[src/hdl/dcache_cfg_pkg.sv]
// cache geometry and address split helpers, imported by every dcache block and the testbench
`default_nettype none

package dcache_cfg_pkg;

  localparam int unsigned NUM_WAYS   = 2;
  localparam int unsigned WAY_IDX_W  = 1;
  localparam int unsigned TAG_W      = 20;
  localparam int unsigned IDX_W      = 4;
  localparam int unsigned NUM_SETS   = 16;
  localparam int unsigned OFF_W      = 5;
  localparam int unsigned BYTE_OFF_W = 3;
  localparam int unsigned WORD_W     = 64;
  localparam int unsigned WORD_BYTES = 8;
  localparam int unsigned NUM_BANKS  = 4;
  localparam int unsigned BANK_SEL_W = 2;
  localparam int unsigned LINE_W     = 256;
  localparam int unsigned LINE_BYTES = 32;

  // word offset within the line picks the bank
  function automatic logic [BANK_SEL_W-1:0] bank_of(input logic [OFF_W-1:0] off);
    return off[OFF_W-1:BYTE_OFF_W];
  endfunction

  function automatic logic [NUM_BANKS-1:0] bank_onehot(input logic [BANK_SEL_W-1:0] bank);
    logic [NUM_BANKS-1:0] oh;
    oh       = '0;
    oh[bank] = 1'b1;
    return oh;
  endfunction

endpackage

`default_nettype wire

[src/hdl/dcache_tag_array.sv]
// dcache tag and valid store per way, compares the late tag and produces the one-hot hit vector
`timescale 1ns/1ps
`default_nettype none

module dcache_tag_array (
  input  logic                                clk_i,
  input  logic                                rst_ni,
  input  logic                                lookup_i,
  input  logic [dcache_cfg_pkg::IDX_W-1:0]    lookup_idx_i,
  input  logic [dcache_cfg_pkg::TAG_W-1:0]    rd_tag_i,
  input  logic                                wr_cl_vld_i,
  input  logic [dcache_cfg_pkg::NUM_WAYS-1:0] wr_cl_we_i,
  input  logic [dcache_cfg_pkg::IDX_W-1:0]    wr_cl_idx_i,
  input  logic [dcache_cfg_pkg::TAG_W-1:0]    wr_cl_tag_i,
  input  logic [dcache_cfg_pkg::NUM_WAYS-1:0] wr_vld_bits_i,
  output logic [dcache_cfg_pkg::NUM_WAYS-1:0] rd_hit_oh_o,
  output logic [dcache_cfg_pkg::NUM_WAYS-1:0] rd_vld_bits_o
);

  import dcache_cfg_pkg::*;

  logic [NUM_WAYS-1:0][TAG_W-1:0]  tag_mem [NUM_SETS];
  logic [NUM_SETS-1:0][NUM_WAYS-1:0] valid_q;
  logic [NUM_WAYS-1:0][TAG_W-1:0]  tag_rdata_q;
  logic [NUM_WAYS-1:0]             vld_rdata_q;
  logic                            cmp_en_q;

  ////////////////////////////////////////
  // storage
  ////////////////////////////////////////

  always_ff @(posedge clk_i) begin : p_tag_sram
    if (lookup_i) begin
      tag_rdata_q <= tag_mem[lookup_idx_i];
    end
    for (int w = 0; w < NUM_WAYS; w++) begin
      if (wr_cl_vld_i && wr_cl_we_i[w]) begin
        tag_mem[wr_cl_idx_i][w] <= wr_cl_tag_i;
      end
    end
  end

  // valid bits start cleared, so nothing hits before a refill
  always_ff @(posedge clk_i or negedge rst_ni) begin : p_valid
    if (!rst_ni) begin
      valid_q     <= '0;
      vld_rdata_q <= '0;
      cmp_en_q    <= 1'b0;
    end else begin
      cmp_en_q <= lookup_i;
      if (lookup_i) begin
        vld_rdata_q <= valid_q[lookup_idx_i];
      end
      for (int w = 0; w < NUM_WAYS; w++) begin
        if (wr_cl_vld_i && wr_cl_we_i[w]) begin
          valid_q[wr_cl_idx_i][w] <= wr_vld_bits_i[w];
        end
      end
    end
  end

  ////////////////////////////////////////
  // compare
  ////////////////////////////////////////

  // tag of the granted port arrives one cycle after the index
  for (genvar w = 0; w < NUM_WAYS; w++) begin : gen_cmp
    assign rd_hit_oh_o[w] = cmp_en_q && vld_rdata_q[w] && (tag_rdata_q[w] == rd_tag_i);
  end

  assign rd_vld_bits_o = vld_rdata_q;

endmodule

`default_nettype wire

[config.mk]
export PLATFORM = sky130hd
export DESIGN_NAME = dcache_tag_array
export DESIGN_NICKNAME = d
export VERILOG_FILES = /design/src/hdl/dcache_cfg_pkg.sv /design/src/hdl/dcache_tag_array.sv
export SDC_FILE = /design/constraint.sdc
export NUM_CORES = 1
export LEC_CHECK = 0
export BUFFER_PORTS_ARGS = -buffer_cell sky130_fd_sc_hd__buf_2
export CAP_MARGIN = 20
export CORE_AREA = 2 2 231 233
export DETAILED_ROUTE_END_ITERATION = 8
export DIE_AREA = 0 0 233 235
export PLACE_DENSITY = 0.69
export SLEW_MARGIN = 20
export SYNTH_ARGS = -nofsm -noshare
export SYNTH_HDL_FRONTEND = slang
export SYNTH_SLANG_ARGS = --single-unit
[constraint.sdc]
create_clock -name clk_i -period 4.49 [get_ports clk_i]
set_input_delay 0.6735 -clock clk_i [delete_from_list [all_inputs] [get_ports clk_i]]
set_output_delay 0.6735 -clock clk_i [all_outputs]
set_load 0.05 [all_outputs]
# --- After elaboration in Yosys (flattened, before gate mapping) ---
# Memories as Yosys holds them, arrays and structs flattened. A register that Yosys moved wholly into a read port is not among the register bits.
# Index checks and enable logic that the tools add are counted.
classes:
  n_eq_ne: 2
  multipliers: 0
  bitwise_logic: 0
  magnitude_cmp: 3
  add_sub_neg: 0
  muxes: 14
  reduce_logical: 7
  n_shift: 0
  div: 0
op_table:
  columns: ["cell", "count"]
  rows:
  - ["bitwise mux 32 bit", 2]
  - ["two-way mux 32 bit", 2]
  - ["equality test 20 bit", 2]
  - ["demux 2 bit (select 4 bit)", 2]
  - ["< comparator 4 x 5 -> 1 bit, second input constant", 2]
  - ["binary-select mux 2 bit (select 4 bit)", 1]
  - ["logical AND 1 bit", 7]
  - ["two-way mux 1 bit", 5]
  - ["greater-or-equal comparator 4 x 1 -> 1 bit, second input constant", 1]
  - ["two-way mux 2 bit", 2]
word_totals:
  rom_bits: 0
  out_inout_bits: 4
  inputBits: 56
  ff_bits: 35
  ram_bits: 640
  memories: 1
  latch_bits: 0
memory_table:
  columns: ["name", "words", "width", "read_ports", "rd_clocked_by_memory_dff", "write_ports", "line", "rtl"]
  rows:
  - ["tag_mem", 16, 40, 1, 1, 1, "dcache_tag_array.sv:22", "logic [NUM_WAYS-1:0][TAG_W-1:0] tag_mem [NUM_SETS];"]

# --- Longest topological paths before layout ---
depth:
  ltp_word: 8
  mapped_depth: 6
  mapped_depth_nobuf: 4

# --- Least setup slack after synthesis ---
# OpenSTA, ideal clock, no wires.
synth_path:
  path_type: "input port to output port"
  start: "input rd_tag_i[15] in the netlist's numbering"
  end: "output rd_hit_oh_o[1] in the netlist's numbering"
  path_buffers: 0
  arrival_time_ns: 2.750
  setup_slack_ns: 1.067
  required_ns: 3.817
  stages: 4
  cell_sequence: "xor2_1 -> nor4_1 -> nand4_1 -> nor4_1"
synth_via:
  elab_chain_cells: 2
synth_lines:
  columns: ["item", "line", "rtl"]
  rows:
  - ["from (decl)", "dcache_tag_array.sv:10", "input logic [dcache_cfg_pkg::TAG_W-1:0] rd_tag_i,"]
  - ["equality test 20 bit", "dcache_tag_array.sv:68", "assign rd_hit_oh_o[w] = cmp_en_q && vld_rdata_q[w] && (tag_rdata_q[w] == rd_tag_i);"]
  - ["logical AND 1 bit", "dcache_tag_array.sv:68", null]
  - ["to (decl)", "dcache_tag_array.sv:16", "output logic [dcache_cfg_pkg::NUM_WAYS-1:0] rd_hit_oh_o,"]
# Every way passes these cells.

# --- Worst setup path in the final report ---
layout_path:
  start: "register tag_rdata_q[3] in the netlist's numbering, read port of tag_mem"
  end: "output rd_hit_oh_o[0] in the netlist's numbering"
layout_via:
  elab_chain_cells: 2
layout_lines:
  columns: ["item", "line", "rtl"]
  rows:
  - ["from (decl)", "dcache_tag_array.sv:24", "logic [NUM_WAYS-1:0][TAG_W-1:0] tag_rdata_q;"]
  - ["equality test 20 bit", "dcache_tag_array.sv:68", null]
  - ["logical AND 1 bit", "dcache_tag_array.sv:68", null]
# Every way passes these cells.

==> run metrics <==
status finished, final reports clean; first-pass GRT wire length 88500 um; via count 12400; CTS root buffer clkbuf_16; crit path buf inv count 1; slowest stage delay, CP 0.67 ns; synth cell count leaders edfxtp_1, mux4_2, dfrtp_1, mux2_2, nor2_1; # rows 84; antenna cells 0; Cell Pwr Density 450 nW/um^2; # IOs 60; final wirelength 61200 um; setup TNS 0 ns; GPL Wtd Cong 0.801; buffer count from post-CTS setup fixing 0; 1st-pass router iterations 5; number of global-route vias before repair 12900; Initial Utilization 52.7%; gr usage total 23.0%; clock-pin slew on the worst setup and hold paths 0.06 ns; Arr. time, crit path 3.34 ns; Util after Layout 59.3%; grt ovf 0; total power 13.9 mW; fin crit share 89.5%; CTS tree done; Mapped Nets 1174; CP max-delay cell nor4_1; relative slew slack 22.9%; count leader, synth edfxtp_1; CP Capture Type output pin; Synth top area share 74.2%; maxcap violations 0; number of hold buffers added after cts 0; startpoint type of the worst setup path register; cell mode on critical path nor4_1; CP required 3.82 ns; Fmax 249 MHz; core area 52200 sq um; Slew Viols, Final 0; post-cts resize count 0; Post-DRT Antenna Nets 0; Post-synth EDFFs 680; area delta synth->final 12.6%; Main synth FF type edfxtp_1; minimum clock period 4.02 ns; RSZ-0062 raised after global routing no; Seq/Total Area, Yosys 77.4%; H-tree depth 3; CP delay by family, top simple AND/OR/NAND/NOR gates; Synth area leader edfxtp_1; Setup Viol. Count Final 0; # DRC 0; Worst-Margin Slew 1.16 ns; post-synthesis cell type count 23; Fillers 3597; Placed Instance Area 28800 sq um; Final HPWL DP 34700 um; crit path cell chain xor2_1, nor4_1, nand4_1, nor4_1, buf_2; Buffers on Ports 59; clock latency on the worst-skew pair 0.58 ns; warnings from Yosys 0; Max FO, Critical Path 1; fin area 31000 sq um; die footprint 54800 sq um; initial antenna violation count 4; Async SR Flop Fraction 4.90%; Routed WL per cell 30.9 um; CTS max path bufs 3; Final Hold Viols 0; Die X 233 um; Worst Skew 0.0126 ns; Mean Syn Cell Area 24.6 sq um; die height 235 um; Mapped Area 27500 sq um; cells after synthesis 1118; Lkg Pwr 9.94 nW; largest net degree at the start of global routing 79; peak supply drop 293 uV; critical setup path kind reg -> out; Layout Nets 1294; CTS buffer count 70; share of layout cells above drive strength 1 34.5%; Hold Path Class in -> async; dominant cells by area after synthesis edfxtp_1, mux4_2, dfrtp_1; flop and latch count out of synthesis 715; Via density 6.29; clock sink count 715; Initial DRC Count 1537
[sequential cells by signal, indices dropped and copies added, names as in the netlist]
name,count
tag_mem,640
tag_rdata_q,40
valid_q,32
rd_vld_bits_o,2
cmp_en_q,1
[placed cells by master (no fill, tap or decap), types with 2 or more instances in the layout]
cell type    n
clkbuf_1    26
buf_12       7
dfrtp_1     35
nand3_1      6
mux4_2     187
buf_4       37
nand4_1     10
mux2_2      34
nor4_1       6
nor2_2      30
nor2b_1      2
clkinv_2     8
clkbuf_16   73
xor2_1      16
mux2i_1      6
mux4_1      21
nand2b_1     2
buf_2       56
clkinv_1     9
bufinv_16    4
edfxtp_1   680
nor2_4       2
xnor2_1     24
clkbuf_8     3
[power by group]
group / switching, mW / leakage, nW / internal [mW]
Clock: 2.36 / 1.05 / 3.26
Sequential: 0.0853 / 6.60 / 7.48
Combinational: 0.414 / 2.28 / 0.347
[cells by family after synthesis]
logic type | Yosys count | synth area share (%)
multiplexers | 248 | 18.9
flip-flops | 715 | 77.4
AND/OR/NAND/NOR | 61 | 1.05
buffers and inverters | 54 | 1.40
XOR/XNOR | 40 | 1.27
[metal layers]
metal | vias to the layer above | GRT usage [%] | part of all wire [%]
met5 | - | 0 | 0.082
met3 | 83 | 4.75 | 8.7
met4 | 8 | 5.62 | 1.7
met1 | 6755 | 34.7 | 42
li1 | 5025 | - | -
met2 | 565 | 34.9 | 48
[path summary, 6_finish.rpt]
path / slack [ns] / cells past startpoint / end / from
setup / recovery: 0.47 / 5 / rd_hit_oh_o[0] / tag_rdata_q[3]$_DFFE_PP_
setup reg to reg: 2.82 / 2 / tag_rdata_q[4]$_DFFE_PP_ / tag_mem[13][4]$_DFFE_PP_
hold / removal: 0.22 / 1 / valid_q[19]$_DFFE_PN0P_ / rst_ni
max in group asynchronous: 3.73 / 1 / valid_q[24]$_DFFE_PN0P_ / rst_ni
min in group clk_i: 0.50 / 1 / valid_q[17]$_DFFE_PN0P_ / valid_q[17]$_DFFE_PN0P_
hold reg to reg: 0.50 / 1 / valid_q[17]$_DFFE_PN0P_ / valid_q[17]$_DFFE_PN0P_
[worst register-to-register path: stages (launching register included)]
cell      delay (ns)
edfxtp_1        0.36
mux4_1          0.52
mux4_2          0.52
[area by class of cell]
class / count / area, sq um / share of cell area (%)
sequential: 715 / 21300 / 68.7
multi-input combinational: 349 / 5940 / 19.2
clock buffer: 102 / 1970 / 6.34
tap: 688 / 861 / 2.78
timing repair buffer: 102 / 724 / 2.34
clock inverter: 22 / 201 / 0.650
[metrics by stage]
| stage | cells | hold WS (ns) | setup slack [ns] |
|---|---|---|---|
| after floorplan | 1118 | 0.378 | 1.07 |
| after global placement | 1854 | 0.481 | 0.982 |
| after detailed placement | 1854 | 0.493 | 0.921 |
| after CTS | 1978 | 0.213 | 0.574 |
| after global routing | 1978 | 0.261 | 0.347 |
| final | 1978 | 0.217 | 0.472 |
No activity file was read; power rests on OpenSTA's default activity.
