File: src/hdl/dcache_read_arbiter.sv
// read port arbiter of the dcache memory, priority masking followed by a round-robin pick
`timescale 1ns/1ps
`default_nettype none

module dcache_read_arbiter #(
  parameter int unsigned NUM_PORTS = 3
) (
  input  logic                         clk_i,
  input  logic                         rst_ni,
  input  logic [NUM_PORTS-1:0]         req_i,
  input  logic [NUM_PORTS-1:0]         prio_i,
  input  logic                         block_i,
  output logic [NUM_PORTS-1:0]         gnt_o,
  output logic [$clog2(NUM_PORTS)-1:0] gnt_idx_o,
  output logic                         gnt_vld_o
);

  localparam int unsigned PORT_W = $clog2(NUM_PORTS);

  logic [NUM_PORTS-1:0] req_hi;
  logic [NUM_PORTS-1:0] req_comp;
  logic [PORT_W-1:0]    rr_ptr_q;

  // high priority requests hide all low priority ones
  assign req_hi   = req_i & prio_i;
  assign req_comp = (|req_hi) ? req_hi : req_i;

  // first competing port at or after the pointer, with wrap-around
  always_comb begin : p_pick
    int unsigned pos;
    gnt_o     = '0;
    gnt_idx_o = '0;
    gnt_vld_o = 1'b0;
    for (int unsigned i = 0; i < NUM_PORTS; i++) begin
      pos = (rr_ptr_q + i) % NUM_PORTS;
      if (!gnt_vld_o && req_comp[pos] && !block_i) begin
        gnt_vld_o   = 1'b1;
        gnt_idx_o   = PORT_W'(pos);
        gnt_o[pos]  = 1'b1;
      end
    end
  end

  // pointer moves past the winner, holds while blocked
  always_ff @(posedge clk_i or negedge rst_ni) begin : p_rr_ptr
    if (!rst_ni) begin
      rr_ptr_q <= '0;
    end else if (gnt_vld_o) begin
      if (gnt_idx_o == PORT_W'(NUM_PORTS - 1)) begin
        rr_ptr_q <= '0;
      end else begin
        rr_ptr_q <= gnt_idx_o + 1'b1;
      end
    end
  end

endmodule

`default_nettype wire

File: config.mk
export PLATFORM = sky130hd
export DESIGN_NAME = dcache_read_arbiter
export DESIGN_NICKNAME = d
export VERILOG_FILES = /design/src/hdl/dcache_read_arbiter.sv
export SDC_FILE = /design/constraint.sdc
export NUM_CORES = 1
export LEC_CHECK = 0
export BUFFER_PORTS_ARGS = -buffer_cell sky130_fd_sc_hd__buf_4
export CORE_AREA = 2 2 39 41
export CTS_CLUSTER_SIZE = 12
export DETAILED_ROUTE_END_ITERATION = 16
export DIE_AREA = 0 0 41 43
export GPL_TIMING_DRIVEN = 0
export SYNTH_ARGS = -nofsm -noshare
export SYNTH_HDL_FRONTEND = slang
export SYNTH_SLANG_ARGS = --single-unit
File: constraint.sdc
create_clock -name clk_i -period 2.7 [get_ports clk_i]
set_input_delay 0.81 -clock clk_i [delete_from_list [all_inputs] [get_ports clk_i]]
set_output_delay 0.81 -clock clk_i [all_outputs]
set_load 0.005 [all_outputs]
After elaboration in Yosys (flattened, before gate mapping)
Cells that the tools add are included.
- muxes and demuxes: 23
- reduce and logical (&&, ||, !) cells: 12
- magnitude comparators: 6
- $add $sub $neg: 3
- div/mod/pow operators: 3
- eq/ne operators: 1
- $mul: 0
- shifts and indexed selects: 0
- bitwise logic cells: 3
- operator list (kind ; number):
    >= comparator 32 x 1 -> 1 bit (second input constant) ; 3
    less-than comparator 32 x 3 -> 1 bit (second input constant) ; 3
    remainder unit 32 x 2 -> 32 bit (second input constant) ; 2
    remainder unit 2 x 2 -> 32 bit (second input constant) ; 1
    two-way mux 3 bit ; 4
    two-way mux 1 bit ; 9
    logical AND 1 bit ; 8
    two-way mux 2 bit ; 4
    binary-select mux 1 bit (select 2 bit) ; 3
    demux 1 bit (select 2 bit) ; 3
    bitwise OR 3 bit ; 2
    adder 2 x 1 -> 3 bit (second input constant) ; 1
    adder 2 x 2 -> 3 bit (second input constant) ; 1
    AND 3 bit ; 1
    logical NOT 1 bit ; 3
    OR reduction 3 bit ; 1
    adder 2 x 1 -> 2 bit (second input constant) ; 1
    == test 2 bit (second input constant) ; 1
- register bits: 2
- logic and storage cells: 52
- memories: 0
- memory bits (read-only): 0
- input port bits: 9
- memory bits (writable): 0
- bits in latches: 0

Depth between registers and ports, before layout
Gate-level depths: netlist (run 1).
- depth in word-level cells: 17
- gate-level depth with buffers: 8
- gate-level depth less buffers: 7

Worst setup path after synthesis (run 1)
Ideal clock, no wire load.
- path kind: input to output
- from: input prio_i[1]
- to: output gnt_o[1]
- arrival time: 1775 ps
- cell stages on the path: 5
- path slack: 115 ps
- data required time: 1890 ps
- path through: a22oi_4 o2111ai_1 a31oi_2 nor2_1 a32o_1
- longest elaborated chain between the ends: 15
- elaborated cells between the ends (all ways): 23
- classes of those cells: 12 x mux; 3 x bitwise; 8 x reduce/logical
- RTL lines (what ; line ; RTL):
    start: declaration ; 11 ; input logic [NUM_PORTS-1:0] prio_i,
    AND 3 bit (*) ; 25 ; assign req_hi = req_i & prio_i;
    OR reduction 3 bit ; 26 ; assign req_comp = (|req_hi) ? req_hi : req_i;
    two-way mux 3 bit (*) ; 26 ;
    binary-select mux 1 bit (select 2 bit) ; 36 ; if (!gnt_vld_o && req_comp[pos] && !block_i) begin
    two-way mux 1 bit (not written as such) ; 36 ;
    logical AND 1 bit ; 36 ;
    two-way mux 1 bit ; 36 ;
    logical NOT 1 bit ; 36 ;
    logical AND 1 bit (2 in series) ; 36 ;
    two-way mux 1 bit ; 36 ;
    logical NOT 1 bit ; 36 ;
    logical AND 1 bit (2 in series) ; 36 ;
    two-way mux 3 bit (*) ; 36 ;
    end: declaration ; 13 ; output logic [NUM_PORTS-1:0] gnt_o,
Mark *: on every way between the ends. The rest lies on a longest branch, timed or not. The select of a mux whose other input is x is not followed.

Worst setup path after layout (run 1)
- from: input req_i[0]
- to: output gnt_o[0]
- longest elaborated chain between the ends: 15
- elaborated cells between the ends (all ways): 23
- classes of those cells: 12 x mux; 3 x bitwise; 8 x reduce/logical
- RTL lines (what ; line ; RTL):
    start: declaration ; 10 ; input logic [NUM_PORTS-1:0] req_i,
    AND 3 bit ; 25 ;
    OR reduction 3 bit ; 26 ;
    two-way mux 3 bit (*) ; 26 ;
    binary-select mux 1 bit (select 2 bit) ; 36 ;
    two-way mux 1 bit (not written as such) ; 36 ;
    logical AND 1 bit ; 36 ;
    two-way mux 1 bit ; 36 ;
    logical NOT 1 bit ; 36 ;
    logical AND 1 bit (2 in series) ; 36 ;
    two-way mux 1 bit ; 36 ;
    logical NOT 1 bit ; 36 ;
    logical AND 1 bit (2 in series) ; 36 ;
    two-way mux 3 bit (*) ; 36 ;
Marked as above.

==> results.tsv, run 1 <==
metric	value	unit
min Tclk post-route	2940	ps
post-route clock skew	1.48	ps
top_reg_cell synth	dfrtp_1	
crit-path most repeated cell	buf_4	
dpl cell area	629	um2
H-tree depth	1	
Rows	14	
pre-CTS WS	-289	ps
failing checks	setup timing	
Critical Path Stages	8	
Multi-input gate area	557	um2
overall power	806	uW
largest registers	rr_ptr_q x2	
vias in the first global route	647	
fin worst setup slack	-241	ps
Mean Syn Cell Area	8.12	um2
most instantiated cells after synthesis	o2111ai_1 (8), inv_1 (7), a21oi_1 (5)	
#FFs+latches synth	2	
Area Overhead vs Synth	84.6	%
Antenna Violating Nets Remaining	0	
RSZ-0062 raised after global routing	true	
design area	945	um2
Max-Cap Viols	0	
Mapped Cells	63	
total congestion overflow	0	
layout cells sized above 1	60.7	%
CTS tree	built	
slowest cell delay on critical path	270	ps
Post-synth EDFFs	0	
sequential share of the synthesized area	9.78	%
# DRC	0	
full die area	0.00176	mm2
Root Buffer	clkbuf_4	
mean routed wirelength per cell	18.9	um
Pre-antenna DRT Iters	4	
IO Port Bufs	13	
CTS Buf Count	3	
clock transition at the registers of the reported paths	30	ps
CP endpoint kind	primary output	
CP Data Required Time	1890	ps
WP data arrival	2130	ps
setup tns final	-1020	ps
final slew viol count	0	
peak supply drop	0.000557	V
Crit Path Category	in2out	
outcome	finished, violations left	
Final Non-Filler Cells	105	
initial core utilization	37.0	%
vias post-DR	692	
clock tree buffer depth	2	
Worst Path Buf+Inv	3	
max FFs per register	2	
post-synth top area share	13.7	%
worst-margin pin slew	524	ps
# fillers	102	
GRT Util Overall	25.5	%
WHS	360	ps
DP HPWL	986	um
Cell Area, Synth	512	um2
pin count of the biggest net entering global routing	11	
sequential cell area	50.0	um2
slew margin rel.	65.1	%
core box area	0.00138	mm2
worst-skew pair later-pin latency	220	ps
Startpoint Class	primary input	
most common cell in the netlist	o2111ai_1	
synth top area cells	o2111ai_1 (14%), dfrtp_1 (9.8%), ha_1 (9.8%)	
CP max stage cell	a31oi_4	
diode count	0	
cell taking the most area after synthesis	o2111ai_1	
CTS sink cnt	2	
placed cell count	92	
Tcrit/Tclk final	109	%
Setup-failing EPs final	6	
LEAKAGE	0.366	nW
Unique masters post-synth	29	
worst hold path class	in2async	
worst-path cell chain	buf_12 > a22oi_2 > buf_4 > o2111ai_4 > a31oi_4 > nand2_1 > a22oi_1 > buf_4	
Post-synth ARST share	100	%
via density per instance	6.59	
WL final	1980	um
I/O pins	15	
die width	41	um
syn nets	76	
Final Hold Vio Count	0	
Biggest register	rr_ptr_q	
Synth warnings	0	
critical path fanouts, max	3	
first-pass GRT wire length	2970	um
gp weighted congestion	0.750	
r2r worst-path depth	8	
Die Height	43	um
Initial DRC Count	15	
Power Density	853	mW/mm2
Nets	104	
CP delay by family, top	compound AO/OA/AOI/OAI gates	
Final Core Density	68.3	%
antenna violations before repair	0	
FMAX	0.340	GHz
-- where the power goes --
part	leakage, nW	switching, mW	internal, mW
clock	0.0138	0.0175	0.0491
combinational	0.328	0.371	0.315
sequential	0.0239	0.00945	0.0434
total	0.366	0.398	0.408
-- cells in the final DEF, fill, tap and decap left out, types with 2 or more instances in the layout --
cell       instances
a31oi_4            2
nand2_1            4
nor2_1             2
o2111ai_4          2
clkbuf_4           4
buf_12             3
a211oi_2           2
inv_2              2
a21o_1             2
inv_1              4
buf_6              2
o211ai_1           2
ha_1               3
buf_8              3
o2111ai_1          2
a22oi_2            2
o2111ai_2          5
buf_4             17
a21oi_1            4
dfrtp_1            2
o21ai_4            2
-- logic make-up (layout without fill, tap and decap cells) --
group / count (synthesis) / after routing / synth area share (%)
AOI/OAI and AO/OA: 36 / 36 / 59.7
buffers and inverters: 11 / 37 / 8.31
and+or+nand+nor: 10 / 10 / 12.5
adders and majority gates: 4 / 4 / 9.78
DFF: 2 / 2 / 9.78
-- final timing paths --
check | startpoint | to | slack (ps)
max | req_i[0] | gnt_o[0] | -240
max in group asynchronous | rst_ni | rr_ptr_q[1]$_DFFE_PN0P_ | 2250
min reg2reg | rr_ptr_q[0]$_DFFE_PN0P_ | rr_ptr_q[0]$_DFFE_PN0P_ | 680
max reg2reg | rr_ptr_q[0]$_DFFE_PN0P_ | rr_ptr_q[0]$_DFFE_PN0P_ | 790
min | rst_ni | rr_ptr_q[0]$_DFFE_PN0P_ | 360
min in group clk_i | rr_ptr_q[0]$_DFFE_PN0P_ | rr_ptr_q[0]$_DFFE_PN0P_ | 680
-- area by class of cell --
cell class / instances / area share [%]
Buffer: 2 / 1.19
Multi-Input combinational cell: 50 / 58.9
Tap cell: 16 / 2.12
Timing Repair Buffer: 25 / 27.0
Sequential cell: 2 / 5.30
Inverter: 7 / 3.05
Clock buffer: 3 / 2.38
-- layer usage --
metal / global-route usage [%] / up-vias / wire length (um)
met5: 0 / - / 0
met4: 17.3 / 0 / 38
met3: 4.19 / 11 / 101
met2: 39.1 / 40 / 1070
met1: 30.6 / 327 / 775
li1: - / 314 / -
-- what timing repair did --
item,CTS,global route
resized for setup,39,4
hold buffers,0,0
setup endpoints to repair,6,6
cloned,0,0
buffers inserted,11,1
pin swaps,18,2
Power figures use the tool's default switching activity.
==> run 2: changes to the inputs <==
--- a/config.mk
+++ b/config.mk
@@ -11,6 +11,7 @@
 export DETAILED_ROUTE_END_ITERATION = 16
 export DIE_AREA = 0 0 41 43
 export GPL_TIMING_DRIVEN = 0
+export REMOVE_ABC_BUFFERS = 1
 export SYNTH_ARGS = -nofsm -noshare
 export SYNTH_HDL_FRONTEND = slang
 export SYNTH_SLANG_ARGS = --single-unit
==> results.tsv, run 2 (synthesis results as in run 1) <==
metric	value	unit	change
outcome	finished, violations left		
failing checks	setup timing		
IO Port Bufs	14		+1
via density per instance	6.34		-3.8%
Nets	110		+5.8%
die width	41	um	unchanged
overall power	822	uW	+2.0%
WP data arrival	2130	ps	about the same
H-tree depth	1		unchanged
Antenna Violating Nets Remaining	0		unchanged
most frequent cells in the layout	buf_4 (26), o2111ai_2 (6), buf_6 (5), nand2_1 (4), a21oi_1 (4)		
Root Buffer	clkbuf_4		
total congestion overflow	0		unchanged
Crit Path Category	in2out		
Max-Cap Viols	0		unchanged
worst-skew pair later-pin latency	240	ps	+20 ps
CTS Buf Count	3		unchanged
fin worst setup slack	-238	ps	+2.86 ps
critical path fanouts, max	4		+1
# DRC	0		unchanged
WL final	1900	um	-4.0%
clock tree buffer depth	2		unchanged
FMAX	0.340	GHz	about the same
layout cells sized above 1	64.2	%	+3.5 points
Worst Path Buf+Inv	3		unchanged
I/O pins	15		unchanged
crit-path most repeated cell	buf_4		
commonest non-fill, non-tap cell in the layout	buf_4		
Initial DRC Count	18		+3
GRT Util Overall	22.0	%	-3.5 points
pin count of the biggest net entering global routing	11		unchanged
worst-margin pin slew	333	ps	-191 ps
LEAKAGE	0.383	nW	+4.8%
largest registers	rr_ptr_q x2		
Setup-failing EPs final	6		unchanged
CP delay by family, top	compound AO/OA/AOI/OAI gates		
RSZ-0062 raised after global routing	true		
worst-path cell chain	buf_8 > a22oi_2 > buf_4 > o2111ai_1 > a31oi_2 > nand2_1 > a22oi_1 > buf_4		
CP endpoint kind	primary output		
antenna violations before repair	0		unchanged
Tcrit/Tclk final	109	%	about the same
CTS tree	built		
core box area	0.00138	mm2	unchanged
pre-CTS WS	-262	ps	+27.4 ps
slew margin rel.	77.7	%	+13 points
first-pass GRT wire length	2690	um	-9.5%
clock transition at the registers of the reported paths	40	ps	about the same
mean routed wirelength per cell	17.1	um	-9.2%
CP max stage cell	a22oi_2		
slowest cell delay on critical path	290	ps	+20 ps
Die Height	43	um	unchanged
diode count	0		unchanged
WHS	344	ps	-15.7 ps
Biggest register	rr_ptr_q		
vias in the first global route	587		-9.3%
CTS sink cnt	2		unchanged
worst hold path class	in2async		
Power Density	877	mW/mm2	+2.8%
Startpoint Class	primary input		
gp weighted congestion	0.799		+6.5%
post-route clock skew	12.1	ps	+10.6 ps
final slew viol count	0		unchanged
Pre-antenna DRT Iters	4		unchanged
peak supply drop	0.000795	V	+43%
min Tclk post-route	2940	ps	-2.86 ps
full die area	0.00176	mm2	unchanged
Post-CTS Hold Fix Bufs	0		unchanged
max FFs per register	2		unchanged
initial core utilization	37.0	%	unchanged
CP Data Required Time	1890	ps	about the same
DP HPWL	981	um	-0.43%
vias post-DR	704		+1.7%
Final Hold Vio Count	0		unchanged
Area Overhead vs Synth	83.1	%	
Rows	14		unchanged
[run 2: metrics by stage]
stage	cell area, um2	std cells	util (%)	setup TNS, ps
final	937	111	67.7	-1040
after global routing	937	111	67.7	-1400
after CTS	856	105	61.8	-772
after detailed placement	621	89	44.8	-940
after global placement	621	89	44.8	-1070
after floorplan	495	59	-	0
[run 2: final cells by class]
cell class | instances | area [um2]
multi-input cells | 50 | 531
fillers | 120 | 447
repair buffers | 33 | 282
flip-flops and latches | 2 | 50.0
inverters | 7 | 32.5
clock buffers | 3 | 22.5
well taps | 16 | 20.0
[run 2: layer usage]
| metal | vias up | wire length (um) | GRT usage [%] |
|---|---|---|---|
| li1 | 328 | - | - |
| met4 | 0 | 31 | 8.00 |
| met2 | 22 | 1010 | 34.7 |
| met3 | 4 | 78 | 0 |
| met1 | 350 | 778 | 30.9 |
| met5 | - | 0 | 0 |
[run 2: final timing paths]
kind / startpoint / end / slack (ps) / cells after the start
hold reg to reg: rr_ptr_q[1]$_DFFE_PN0P_ / rr_ptr_q[1]$_DFFE_PN0P_ / 590 / 1
min in group clk_i: rr_ptr_q[1]$_DFFE_PN0P_ / rr_ptr_q[1]$_DFFE_PN0P_ / 590 / 1
max in group asynchronous: rst_ni / rr_ptr_q[1]$_DFFE_PN0P_ / 2260 / 1
setup / recovery: prio_i[0] / gnt_o[0] / -240 / 8
hold / removal: rst_ni / rr_ptr_q[0]$_DFFE_PN0P_ / 340 / 1
setup reg to reg: rr_ptr_q[0]$_DFFE_PN0P_ / rr_ptr_q[0]$_DFFE_PN0P_ / 470 / 13
[run 2: power breakdown]
| part | switching [mW] | internal (mW) | total [mW] |
|---|---|---|---|
| Clock | 0.0218 | 0.0494 | 0.0712 |
| Sequential | 0.0197 | 0.0433 | 0.0631 |
| Combinational | 0.354 | 0.334 | 0.688 |
[run 2: timing repair]
item | 4_1_cts | 5_1_grt
buffers inserted | 13 | 6
setup endpoints to repair | 6 | 6
gates resized for setup | 25 | 7
pin swaps | 15 | 5
