**config.mk**
```make
export PLATFORM = sky130hd
export DESIGN_NAME = dcache_bank_ctrl
export DESIGN_NICKNAME = d
export VERILOG_FILES = /design/src/hdl/dcache_cfg_pkg.sv /design/src/hdl/dcache_ctrl_pkg.sv /design/src/hdl/dcache_bank_ctrl.sv
export SDC_FILE = /design/constraint.sdc
export NUM_CORES = 1
export LEC_CHECK = 0
export BUFFER_PORTS_ARGS = -buffer_cell sky130_fd_sc_hd__clkbuf_2
export CAP_MARGIN = 10
export CORE_AREA = 2 2 285 287
export DETAILED_ROUTE_END_ITERATION = 6
export DIE_AREA = 0 0 287 289
export PLACE_DENSITY = 0.3
export SYNTH_ARGS = -nofsm -noshare
export SYNTH_HDL_FRONTEND = slang
export SYNTH_SLANG_ARGS = --single-unit
```
**constraint.sdc**
```tcl
create_clock -name vclk -period 2.77
set_clock_uncertainty 0.2 [all_clocks]
set_input_delay 0.1385 -clock vclk [all_inputs]
set_output_delay 0.1385 -clock vclk [all_outputs]
set_load 0.03 [all_outputs]
```
**src/hdl/dcache_cfg_pkg.sv**
```systemverilog
// cache geometry and address split helpers, imported by every dcache block and the testbench
`default_nettype none

package dcache_cfg_pkg;

  localparam int unsigned NUM_WAYS   = 2;
  localparam int unsigned WAY_IDX_W  = 1;
  localparam int unsigned TAG_W      = 20;
  localparam int unsigned IDX_W      = 4;
  localparam int unsigned NUM_SETS   = 16;
  localparam int unsigned OFF_W      = 5;
  localparam int unsigned BYTE_OFF_W = 3;
  localparam int unsigned WORD_W     = 64;
  localparam int unsigned WORD_BYTES = 8;
  localparam int unsigned NUM_BANKS  = 4;
  localparam int unsigned BANK_SEL_W = 2;
  localparam int unsigned LINE_W     = 256;
  localparam int unsigned LINE_BYTES = 32;

  // word offset within the line picks the bank
  function automatic logic [BANK_SEL_W-1:0] bank_of(input logic [OFF_W-1:0] off);
    return off[OFF_W-1:BYTE_OFF_W];
  endfunction

  function automatic logic [NUM_BANKS-1:0] bank_onehot(input logic [BANK_SEL_W-1:0] bank);
    logic [NUM_BANKS-1:0] oh;
    oh       = '0;
    oh[bank] = 1'b1;
    return oh;
  endfunction

endpackage

`default_nettype wire

```
**src/hdl/dcache_ctrl_pkg.sv**
```systemverilog
// per-bank operation codes shared by the dcache bank controller and the data banks
`default_nettype none

package dcache_ctrl_pkg;

  ////////////////////////////////////////
  // bank operations
  ////////////////////////////////////////

  // one operation per bank and cycle
  typedef enum logic [1:0] {
    // bank not accessed
    BANK_IDLE,
    // full line write from the refill port
    BANK_REFILL,
    // all ways read for a granted lookup
    BANK_READ,
    // single word store into one way
    BANK_WORD_WRITE
  } bank_op_e;

endpackage

`default_nettype wire

```
**src/hdl/dcache_bank_ctrl.sv**
```systemverilog
// dcache bank controller, maps refill, granted read and word write onto the data banks
`timescale 1ns/1ps
`default_nettype none

module dcache_bank_ctrl (
  input  logic                                                  rd_gnt_i,
  input  logic [dcache_cfg_pkg::IDX_W-1:0]                      rd_idx_i,
  input  logic [dcache_cfg_pkg::OFF_W-1:0]                      rd_off_i,
  input  logic                                                  wr_cl_vld_i,
  input  logic [dcache_cfg_pkg::NUM_WAYS-1:0]                   wr_cl_we_i,
  input  logic [dcache_cfg_pkg::IDX_W-1:0]                      wr_cl_idx_i,
  input  logic [dcache_cfg_pkg::LINE_W-1:0]                     wr_cl_data_i,
  input  logic [dcache_cfg_pkg::LINE_BYTES-1:0]                 wr_cl_data_be_i,
  input  logic [dcache_cfg_pkg::NUM_WAYS-1:0]                   wr_req_i,
  input  logic [dcache_cfg_pkg::IDX_W-1:0]                      wr_idx_i,
  input  logic [dcache_cfg_pkg::OFF_W-1:0]                      wr_off_i,
  input  logic [dcache_cfg_pkg::WORD_W-1:0]                     wr_data_i,
  input  logic [dcache_cfg_pkg::WORD_BYTES-1:0]                 wr_data_be_i,
  output logic                                                  wr_ack_o,
  output dcache_ctrl_pkg::bank_op_e [dcache_cfg_pkg::NUM_BANKS-1:0] bank_op_o,
  output logic [dcache_cfg_pkg::NUM_BANKS-1:0][dcache_cfg_pkg::IDX_W-1:0] bank_idx_o,
  output logic [dcache_cfg_pkg::NUM_BANKS-1:0][dcache_cfg_pkg::NUM_WAYS-1:0]
               [dcache_cfg_pkg::WORD_BYTES-1:0]                 bank_be_o,
  output logic [dcache_cfg_pkg::NUM_BANKS-1:0][dcache_cfg_pkg::WORD_W-1:0] bank_wdata_o,
  output logic                                                  lookup_o,
  output logic [dcache_cfg_pkg::IDX_W-1:0]                      lookup_idx_o
);

  import dcache_cfg_pkg::*;
  import dcache_ctrl_pkg::*;

  logic [BANK_SEL_W-1:0] rd_bank;
  logic [BANK_SEL_W-1:0] wr_bank;
  logic [NUM_BANKS-1:0]  rd_bank_oh;
  logic [NUM_BANKS-1:0]  wr_bank_oh;

  assign rd_bank    = bank_of(rd_off_i);
  assign wr_bank    = bank_of(wr_off_i);
  assign rd_bank_oh = rd_gnt_i ? bank_onehot(rd_bank) : '0;
  assign wr_bank_oh = bank_onehot(wr_bank);

  // word write only gets through on a free bank
  assign wr_ack_o = (|wr_req_i) && !wr_cl_vld_i && !(rd_gnt_i && (rd_bank == wr_bank));

  // tag lookup runs with every granted read
  assign lookup_o     = rd_gnt_i && !wr_cl_vld_i;
  assign lookup_idx_o = rd_idx_i;

  ////////////////////////////////////////
  // per-bank operation select
  ////////////////////////////////////////

  always_comb begin : p_bank_sel
    for (int k = 0; k < NUM_BANKS; k++) begin
      bank_op_o[k]    = BANK_IDLE;
      bank_idx_o[k]   = wr_idx_i;
      bank_be_o[k]    = '0;
      bank_wdata_o[k] = wr_data_i;
      if (wr_cl_vld_i) begin
        // refill owns every bank for this cycle
        bank_op_o[k]    = BANK_REFILL;
        bank_idx_o[k]   = wr_cl_idx_i;
        bank_wdata_o[k] = wr_cl_data_i[k*WORD_W +: WORD_W];
        for (int w = 0; w < NUM_WAYS; w++) begin
          bank_be_o[k][w] = wr_cl_we_i[w] ? wr_cl_data_be_i[k*WORD_BYTES +: WORD_BYTES] : '0;
        end
      end else if (rd_bank_oh[k]) begin
        bank_op_o[k]  = BANK_READ;
        bank_idx_o[k] = rd_idx_i;
      end else if (wr_ack_o && wr_bank_oh[k]) begin
        bank_op_o[k] = BANK_WORD_WRITE;
        // way select comes from the one-hot request
        for (int w = 0; w < NUM_WAYS; w++) begin
          bank_be_o[k][w] = wr_req_i[w] ? wr_data_be_i : '0;
        end
      end
    end
  end

endmodule

`default_nettype wire

```
# Word-level counts from Yosys, hierarchy flattened

Cells that the tools add are included.

Eq/ne operators: 1
Mux-type cells: 51
Order comparisons: 4
Reduce and logical (&&, ||, !) cells: 13

Operator list:

| cell                                                              | count |
|---|---|
| two-way mux 64 bit                                                | 4 |
| two-way mux 16 bit                                                | 12 |
| two-way mux 8 bit                                                 | 10 |
| two-way mux 4 bit                                                 | 9 |
| two-way mux 2 bit                                                 | 12 |
| logical AND 1 bit                                                 | 10 |
| < comparator 2 x 3 -> 1 bit, second input constant                | 2 |
| demux 1 bit (select 2 bit)                                        | 2 |
| greater-or-equal comparator 2 x 1 -> 1 bit, second input constant | 2 |
| equality test 2 bit                                               | 1 |
| zero test 1 bit                                                   | 2 |
| two-way mux 1 bit                                                 | 2 |
| OR reduction 2 bit                                                | 1 |

Register bits after elaboration: 0
Output and inout port bits: 350
Logic and storage cells: 69

# Longest topological paths before layout

Gate-level depths: netlist of run 1.

Word-level depth: 8
Depth in mapped cells: 6
Depth with buffers taken out: 3

# Least setup slack after synthesis of run 1

OpenSTA, ideal clock, no wires.

Kind: in2out
Start: in rd_gnt_i
End: out bank_idx_o[3] in the netlist's numbering
Stages: 4
Path slack: 0.903 ns
Data required time: 2.431 ns
Arrival time: 1.529 ns
Cells stage by stage: buf_4 or3b_1 buf_6 a211oi_1

RTL lines:

| item               | RTL line               | source |
|---|---|---|
| start: declaration | dcache_bank_ctrl.sv:6  | `input logic rd_gnt_i,` |
| end: declaration   | dcache_bank_ctrl.sv:21 | `output logic [dcache_cfg_pkg::NUM_BANKS-1:0][dcache_cfg_pkg::IDX_W-1:0] bank_idx_o,` |

==> results.md, run 1 <==
- The flow ran to the end, and the final reports show no timing, DRC or antenna violations.
- Yosys printed 0 warnings.
- The cell area after technology mapping is 0.003909 sq mm.
- The instance area at placement is 0.008820 sq mm.
- Across every metal layer, demand over resource in global routing totals 0.1043.
- The worst setup path is captured at a primary output.
- Post-CTS repair changed the size of 0 cells.
- The floorplan row count is 104.
- The number of buffers inserted by port buffering is 732.
- The post-CTS setup buffer count is 0.
- Summed over all layers, the routed wires come to 47,540 um.
- The total area of multi-input combinational cells is 0.003555 sq mm.
- For this run, the slowest stage of the critical path takes 0.26 ns.
- The average wire length per cell after detail routing is 18.26 um.
- At the worst endpoint, the arrival time is 1.69 ns.
- Across the VDD grid, the largest voltage drop is 0.07176 mV.
- The number of hold buffers added after CTS is 0.
- The effective utilization at floorplan is 0.04892.
- The number of antenna-violating nets in the routed design is 0.
- The area taken by flip-flops and latches is 0 sq um.
- In this run the worst path has a maximum fanout of 51.
- Yosys mapped the design onto 35 distinct sky130hd cell types.
- Prior to clock tree synthesis, the placed netlist has a worst setup slack of 0.6810 ns.
- The critical path in this run is classified as in -> out.
- Data on the critical path is required at its endpoint by 2.43 ns.
- A synthesized cell averages 4.620 sq um.
- Based on the critical path, the design can be clocked at up to 492.2 MHz.
- The final total negative setup slack is 0 ns.
- The die is 289 um tall.
- The signal on the critical path passes through buf_8, buf_12, buf_12, buf_4, nand2b_1, nand2_1, clkbuf_2.
- The maximum number of pins on one net before global-route repair is 76.
- The number of optimization iterations in the first detailed-route pass is 5.
- The hold path startpoint is rd_idx_i[3].
- The number of nets produced by synthesis is 1,234.
- The net count of the finished layout is 1,930.
- Setup repair after global routing left no endpoint under its margin.
- The leakage power total is 5.486 nW.
- The number of violations of the max-capacitance limit is 0.
- The worst hold path was traced through 2 stages.
- The initial antenna violation count was 23.
- The I/O pin count is 738.
- In the routed design, unresolved DRC markers number 0.
- The design has 0 sequential cells.
- The path class of the tightest hold or removal check is in -> out.
- Synthesis produced 846 cells.
- The global-route wire length before repair is 61,580 um.
- The share of cells above drive strength 1 is 0.4987.
- The number of global-route vias before repair is 8,018.
- In this run the power density over the cells is 241.8 mW/mm^2.
- After detailed routing, the wire length on met1 is 18,140 um.
- The synthesis-to-finish area growth is 125.9%.
- For the pin with the worst max-slew slack, the measured transition is 0.6705 ns.
- In the routed layout, each cell is associated on average with a via count of 3.146.
- The sequential area share after synthesis is 0.
- The worst setup path is launched from an input pin.
- The wire length on met2 is 23,540 um.
- The first element of the critical path is wr_cl_vld_i.
- The first routing iteration left 274 violations.
- Among the stages of the critical path, the cell type that occurs most often is buf_12.
- The share of the clock period used by the worst path after layout is 0.7335.
- The slowest library cell on the worst path is buf_12.
- Headroom to the max-slew limit came out at 0.5530.
- The number of vias after detailed routing is 8,191.
- The floorplan step defined a die boundary enclosing 0.08294 sq mm.
- The region available for standard cell placement spans 0.07990 sq mm.
- The setup-violating endpoint count in the final report is 0.
- The clock period minus final worst setup slack is 2.032 ns.
- The post-route cell area is 0.008830 sq mm.
- The floorplan die width is 287 um.
- The total congestion overflow after global routing is 0.
- The length of routed met3 wiring is 5129 um.
- The final-layout fill cell count is 9,694.
- The number of max-slew violations in the final report was 0.
- The number of clock buffer instances in the layout is 0.
- The placer's final routability congestion estimate is 0.8296.
- The detailed placer's ending HPWL is 43,950 um.
- Setup slack closes at 0.7381 ns.
- The total count of hold-check failures in the final report came to 0.
- Signal routing reaches up to met5.
- The path with the worst hold slack has its endpoint at lookup_idx_o[3].
metal layers:
| layer | GRT usage | vias to the layer above |
|---|---|---|
| met5 | 0 | - |
| met4 | 0.01159 | 14 |
| met3 | 0.04134 | 40 |
| met2 | 0.1936 | 482 |
| met1 | 0.1143 | 3598 |
| li1 | - | 4057 |
placed cells by master, fill, tap and decap left out, types with 3 or more instances in the layout:
master    instances
nor2_1            8
o21ai_0          41
diode_2           4
nand2_1         560
nor3_1           17
buf_4            22
nand2b_1         72
a211oi_2          3
nor2b_1          13
a211oi_1         13
clkbuf_2        731
a32o_1            8
buf_12            5
a22o_1           16
metrics by stage:
step                      cells  hold WS (ns)  power (mW)    util
after global routing       2602        0.4297       2.296  0.1105
after detailed placement   2600        0.4099       2.166  0.1104
final                      2604        0.4043       2.135  0.1105
after floorplan             846        0.2087       1.250       -
after global placement     2600        0.4061       2.179  0.1104
after CTS                  2600        0.4101       2.173  0.1104
cell type report:
cell class,count,area share
well taps,1060,0.1502
repair buffers,759,0.4461
multi-input cells,781,0.4026
diodes,4,0.001134
power by group:
part | internal (mW) | switching, mW
Combinational | 0.634 | 1.50
Sequential | 0 | 0
Clock | 0.000000196 | 0
Total | 0.634 | 1.50
worst max-delay path, delay by kind of cell:
family                 cells  cell delay [ns]
AND/OR/NAND/NOR            2             0.32
buffers and inverters      5             1.14
synthesized netlist by cell type (all sizes together), types with 3 or more instances:
cell	n	area (sq um)
nand3	4	30.03
nand2	560	2102
nor2	8	30.03
nor2b	13	81.33
nor3	17	85.08
buf	54	311.5
a32o	8	80.08
o21ai	41	205.2
nand2b	72	450.4
nand3b	3	35.03
a211oi	16	135.1
clkbuf	11	42.54
a22o	16	140.1
worst max-delay path by stage:
stage | to | slack [ns] | cells past startpoint
5_1_grt | bank_wdata_o[154] | 0.60 | 7
6_report | bank_wdata_o[156] | 0.74 | 7
2_1_floorplan | bank_idx_o[3] | 0.90 | 4
3_5_place_dp | bank_wdata_o[156] | 0.68 | 7
4_1_cts | bank_wdata_o[156] | 0.69 | 7
3_3_place_gp | bank_wdata_o[156] | 0.69 | 7
cells by family (layout without fill, tap and decap cells):
family	Yosys count	in the layout	synth area share
AO/OA/AOI/OAI	91	91	0.1623
AND/OR/NAND/NOR	688	688	0.7426
XOR/XNOR	2	2	0.004482
other	0	4	0
buffers and inverters	65	759	0.09059
No activity file was read; power rests on OpenSTA's default activity.
==> run 2: changes to the inputs <==
ABC_AREA = 1   (was default)
CORE_AREA = 2 2 287 289   (was 2 2 285 287)
DIE_AREA = 0 0 289 291   (was 0 0 287 289)
clock period = 1.8 ns   (was 2.77 ns; I/O delays follow)
==> results.md, run 2 <==
- The sum of routed wire length over all layers is 44,970 um.
- Of the total power, registers draw 0.
- The critical path runs through a total of 7 cells.
- The die outline height is 291 um.
- The leakage power total is 5.689 nW.
- The least setup slack across all paths after layout is 0.06611 ns.
- Entering global routing, the biggest net connects 84 pins.
- The detail route stage leaves a number of antenna-violating nets equal to 0.
- The category of cells accounting for the largest share of critical-path delay is buffers and inverters.
- The floorplan die width is 289 um.
- Summing all non-filler instances in the final layout gives an area of 0.008885 sq mm.
- The leading area contributor after synthesis is nand2_1.
- The worst setup path is launched from an input pin.
- Of the total power, combinational logic draws 1.000.
- The repair_antennas step left the layout with diodes totalling 0.
- The wire-length estimate of the detail-placed layout is 40,430 um.
- Counting I/O delays and the setup requirement, the final critical path takes 1.734 ns.
- The number of vias after detailed routing is 8,324.
- The net count of the finished layout is 1,985.
- Clock buffers in the final layout number 0.
- The flow ran to the end, and the final reports show no timing, DRC or antenna violations.
- After floorplanning, the core was sized to cover 0.08119 sq mm.
- For the pin with the worst max-slew slack, the measured transition is 0.4000 ns.
- For this run, the register share of the synthesized area comes to 0.
- At the end of routability-driven placement, the weighted congestion stood at 0.8454.
- The number of hold buffers added after CTS is 0.
- The largest single stage delay on the critical path is 0.35 ns.
- The first global-routing pass estimated 59,080 um of wire.
- The first element of the critical path is rd_gnt_i.
- The average wire length per cell after detail routing is 16.87 um.
- The final core area utilization is 0.1094.
- The number of max-slew violations in the final report is 0.
- A synthesized cell averages 4.211 sq um.
- The via-per-instance ratio is 3.123.
- The count of cell types in the netlist is 22.
- The floorplan has 105 rows.
- The finished layout holds 2,665 standard cells, fillers aside.
- The class of the most critical setup path is in -> out.
- The DRC violations left is 0.
- The area share of the largest cell type after synthesis is 0.6879.
- The flip-flop and latch count is 0.
- The total count of hold-check failures in the final report is 0.
- Synthesis produced 876 cells.
- The die footprint is 0.08410 sq mm.
- Of the available clock period, the critical path in the final layout requires 0.9633.
- The relative slew slack is 0.7333.
- The number of violations of the max-capacitance limit is 0.
- The area growth from synthesis to layout is 140.9%.
- On the critical path, the stage with the largest delay is an instance of o21ai_1.
- Setup repair after global routing left no endpoint under its margin.
- The first routing iteration left 384 violations.
- After global routing the overflow that remains totals 0.
- The setup-violating endpoint count in the final report is 0.
- The internal portion of the total power is 980.4 uW.
- At the worst endpoint, the required time is 1.51 ns.
- Counting both buffers and inverters, the worst setup path holds a total of 3.
- The initial utilization of the core area, before any placement, comes to 0.04543.
- The most common cell in the synthesized netlist is nand2_1.
- The worst hold-check path type is in -> out.
- The worst setup path is captured at a primary output.
- Of the cells placed in the final design, the portion with a size suffix greater than 1 is 0.5047.
- The endpoint of the worst setup timing path is bank_be_o[35].
- The share of total power dissipated in the clock network is 0.
- 738 I/O pins were placed.
- The instance area at placement is 0.008850 sq mm.
- The largest voltage drop on the vdd net is 0.1053 mV.
- The number of global-route vias before repair was 7,844.
- Overall power consumption after layout is estimated at 3.322 mW.
- The net load switching power is 2.342 mW.
- The number of buffers inserted by port buffering is 732.
- The number of optimization iterations in the first detailed-route pass is 4.
- The most numerous cell type found on the critical path is clkbuf_2.
- At the worst endpoint, the arrival time is 1.44 ns.
- Before CTS, the worst setup slack after placement is -0.02067 ns.
- Across every metal layer, demand over resource in global routing totals 0.09797.
- The initial antenna violation count came to 15.
- Of the total power, the share spent switching nets is 0.7049.
- The cell area after technology mapping is 0.003689 sq mm.
- By area the synthesized netlist is led by nand2_1 (69%), o21ai_0 (8.7%), o21ai_2 (3.6%).
- In the layout the commonest cells are clkbuf_2 (730), nand2_1 (676), o21ai_0 (62).
- The leading cell type in the layout, fill and taps excluded is clkbuf_2.
- Registers take 0 sq um.
- The signal on the critical path passes through clkbuf_2, inv_1, o21ai_2, nand2_4, nand3_4, o21ai_1, clkbuf_2.
- By count the netlist is led by nand2_1 (676), o21ai_0 (64), buf_2 (23).
- The Yosys warning count is 0.
- The highest achievable clock rate is 576.7 MHz.
- The minimum hold slack is 0.2942 ns.
- In this run, placement finished with an instance count of 2,664.
- Dividing total power by cell area gives a power density of 373.9 mW/mm^2.
- Setup total negative slack on the finished layout was measured at 0 ns.
- The largest driver fanout on the critical path is 18.
- The number of nets produced by synthesis is 1,264.
[run 2: cell count changes after synthesis, moves of 8 or more]
cell and delta:
buf_2 -19, o21ai_1 +18, o21ai_0 +23, nand2b_1 -72, inv_1 +14, a22o_1 -16
a32o_1 -8, a211oi_1 -13, nor3_1 -16, nor2b_1 -13, clkbuf_1 +8, nand2_1 +116
o21ai_2 +15
[run 2: power by group through the flow]
| stage | combinational [mW] | sequential [mW] | clock, mW |
|---|---|---|---|
| final | 3.32 | 0 | 0 |
| after global routing | 3.57 | 0 | 0 |
| after CTS | 3.38 | 0 | 0 |
| after detailed placement | 3.36 | 0 | 0 |
| after global placement | 3.39 | 0 | 0 |
| after floorplan | 1.89 | 0 | 0 |
[run 2: worst min-delay path by stage]
stage          slack, ns        start  cells after the start         endpoint
6_report            0.29  rd_idx_i[2]                      2  lookup_idx_o[2]
2_1_floorplan       0.11  rd_idx_i[0]                      1  lookup_idx_o[0]
4_1_cts             0.30  rd_idx_i[2]                      2  lookup_idx_o[2]
3_3_place_gp        0.30  rd_idx_i[2]                      2  lookup_idx_o[2]
5_1_grt             0.31  rd_idx_i[2]                      2  lookup_idx_o[2]
3_5_place_dp        0.30  rd_idx_i[2]                      2  lookup_idx_o[2]
[run 2: layer usage]
layer / part of all wire / global-route usage
met3: 0.079 / 0.02085
met5: 0.00051 / 0
met2: 0.45 / 0.1601
met4: 0.021 / 0.01622
met1: 0.45 / 0.1329
[run 2: cells by family after synthesis]
family,Yosys count,synth area share
compound gates,102,0.1584
buf+inv,70,0.1001
simple gates,704,0.7415
[run 2: timing repair]
| action | CTS | global route |
|---|---|---|
| setup buffers | 0 | 1 |
| setup endpoints to repair | 3 | 6 |
| gates resized for setup | 2 | 3 |
[run 2: area by class of cell]
| type | count | area, sq um |
|---|---|---|
| Fill cell | 9863 | 72310 |
| Timing Repair Buffer | 774 | 4158 |
| Multi-Input combinational cell | 806 | 3331 |
| Tap cell | 1070 | 1339 |
| Inverter | 15 | 57.56 |
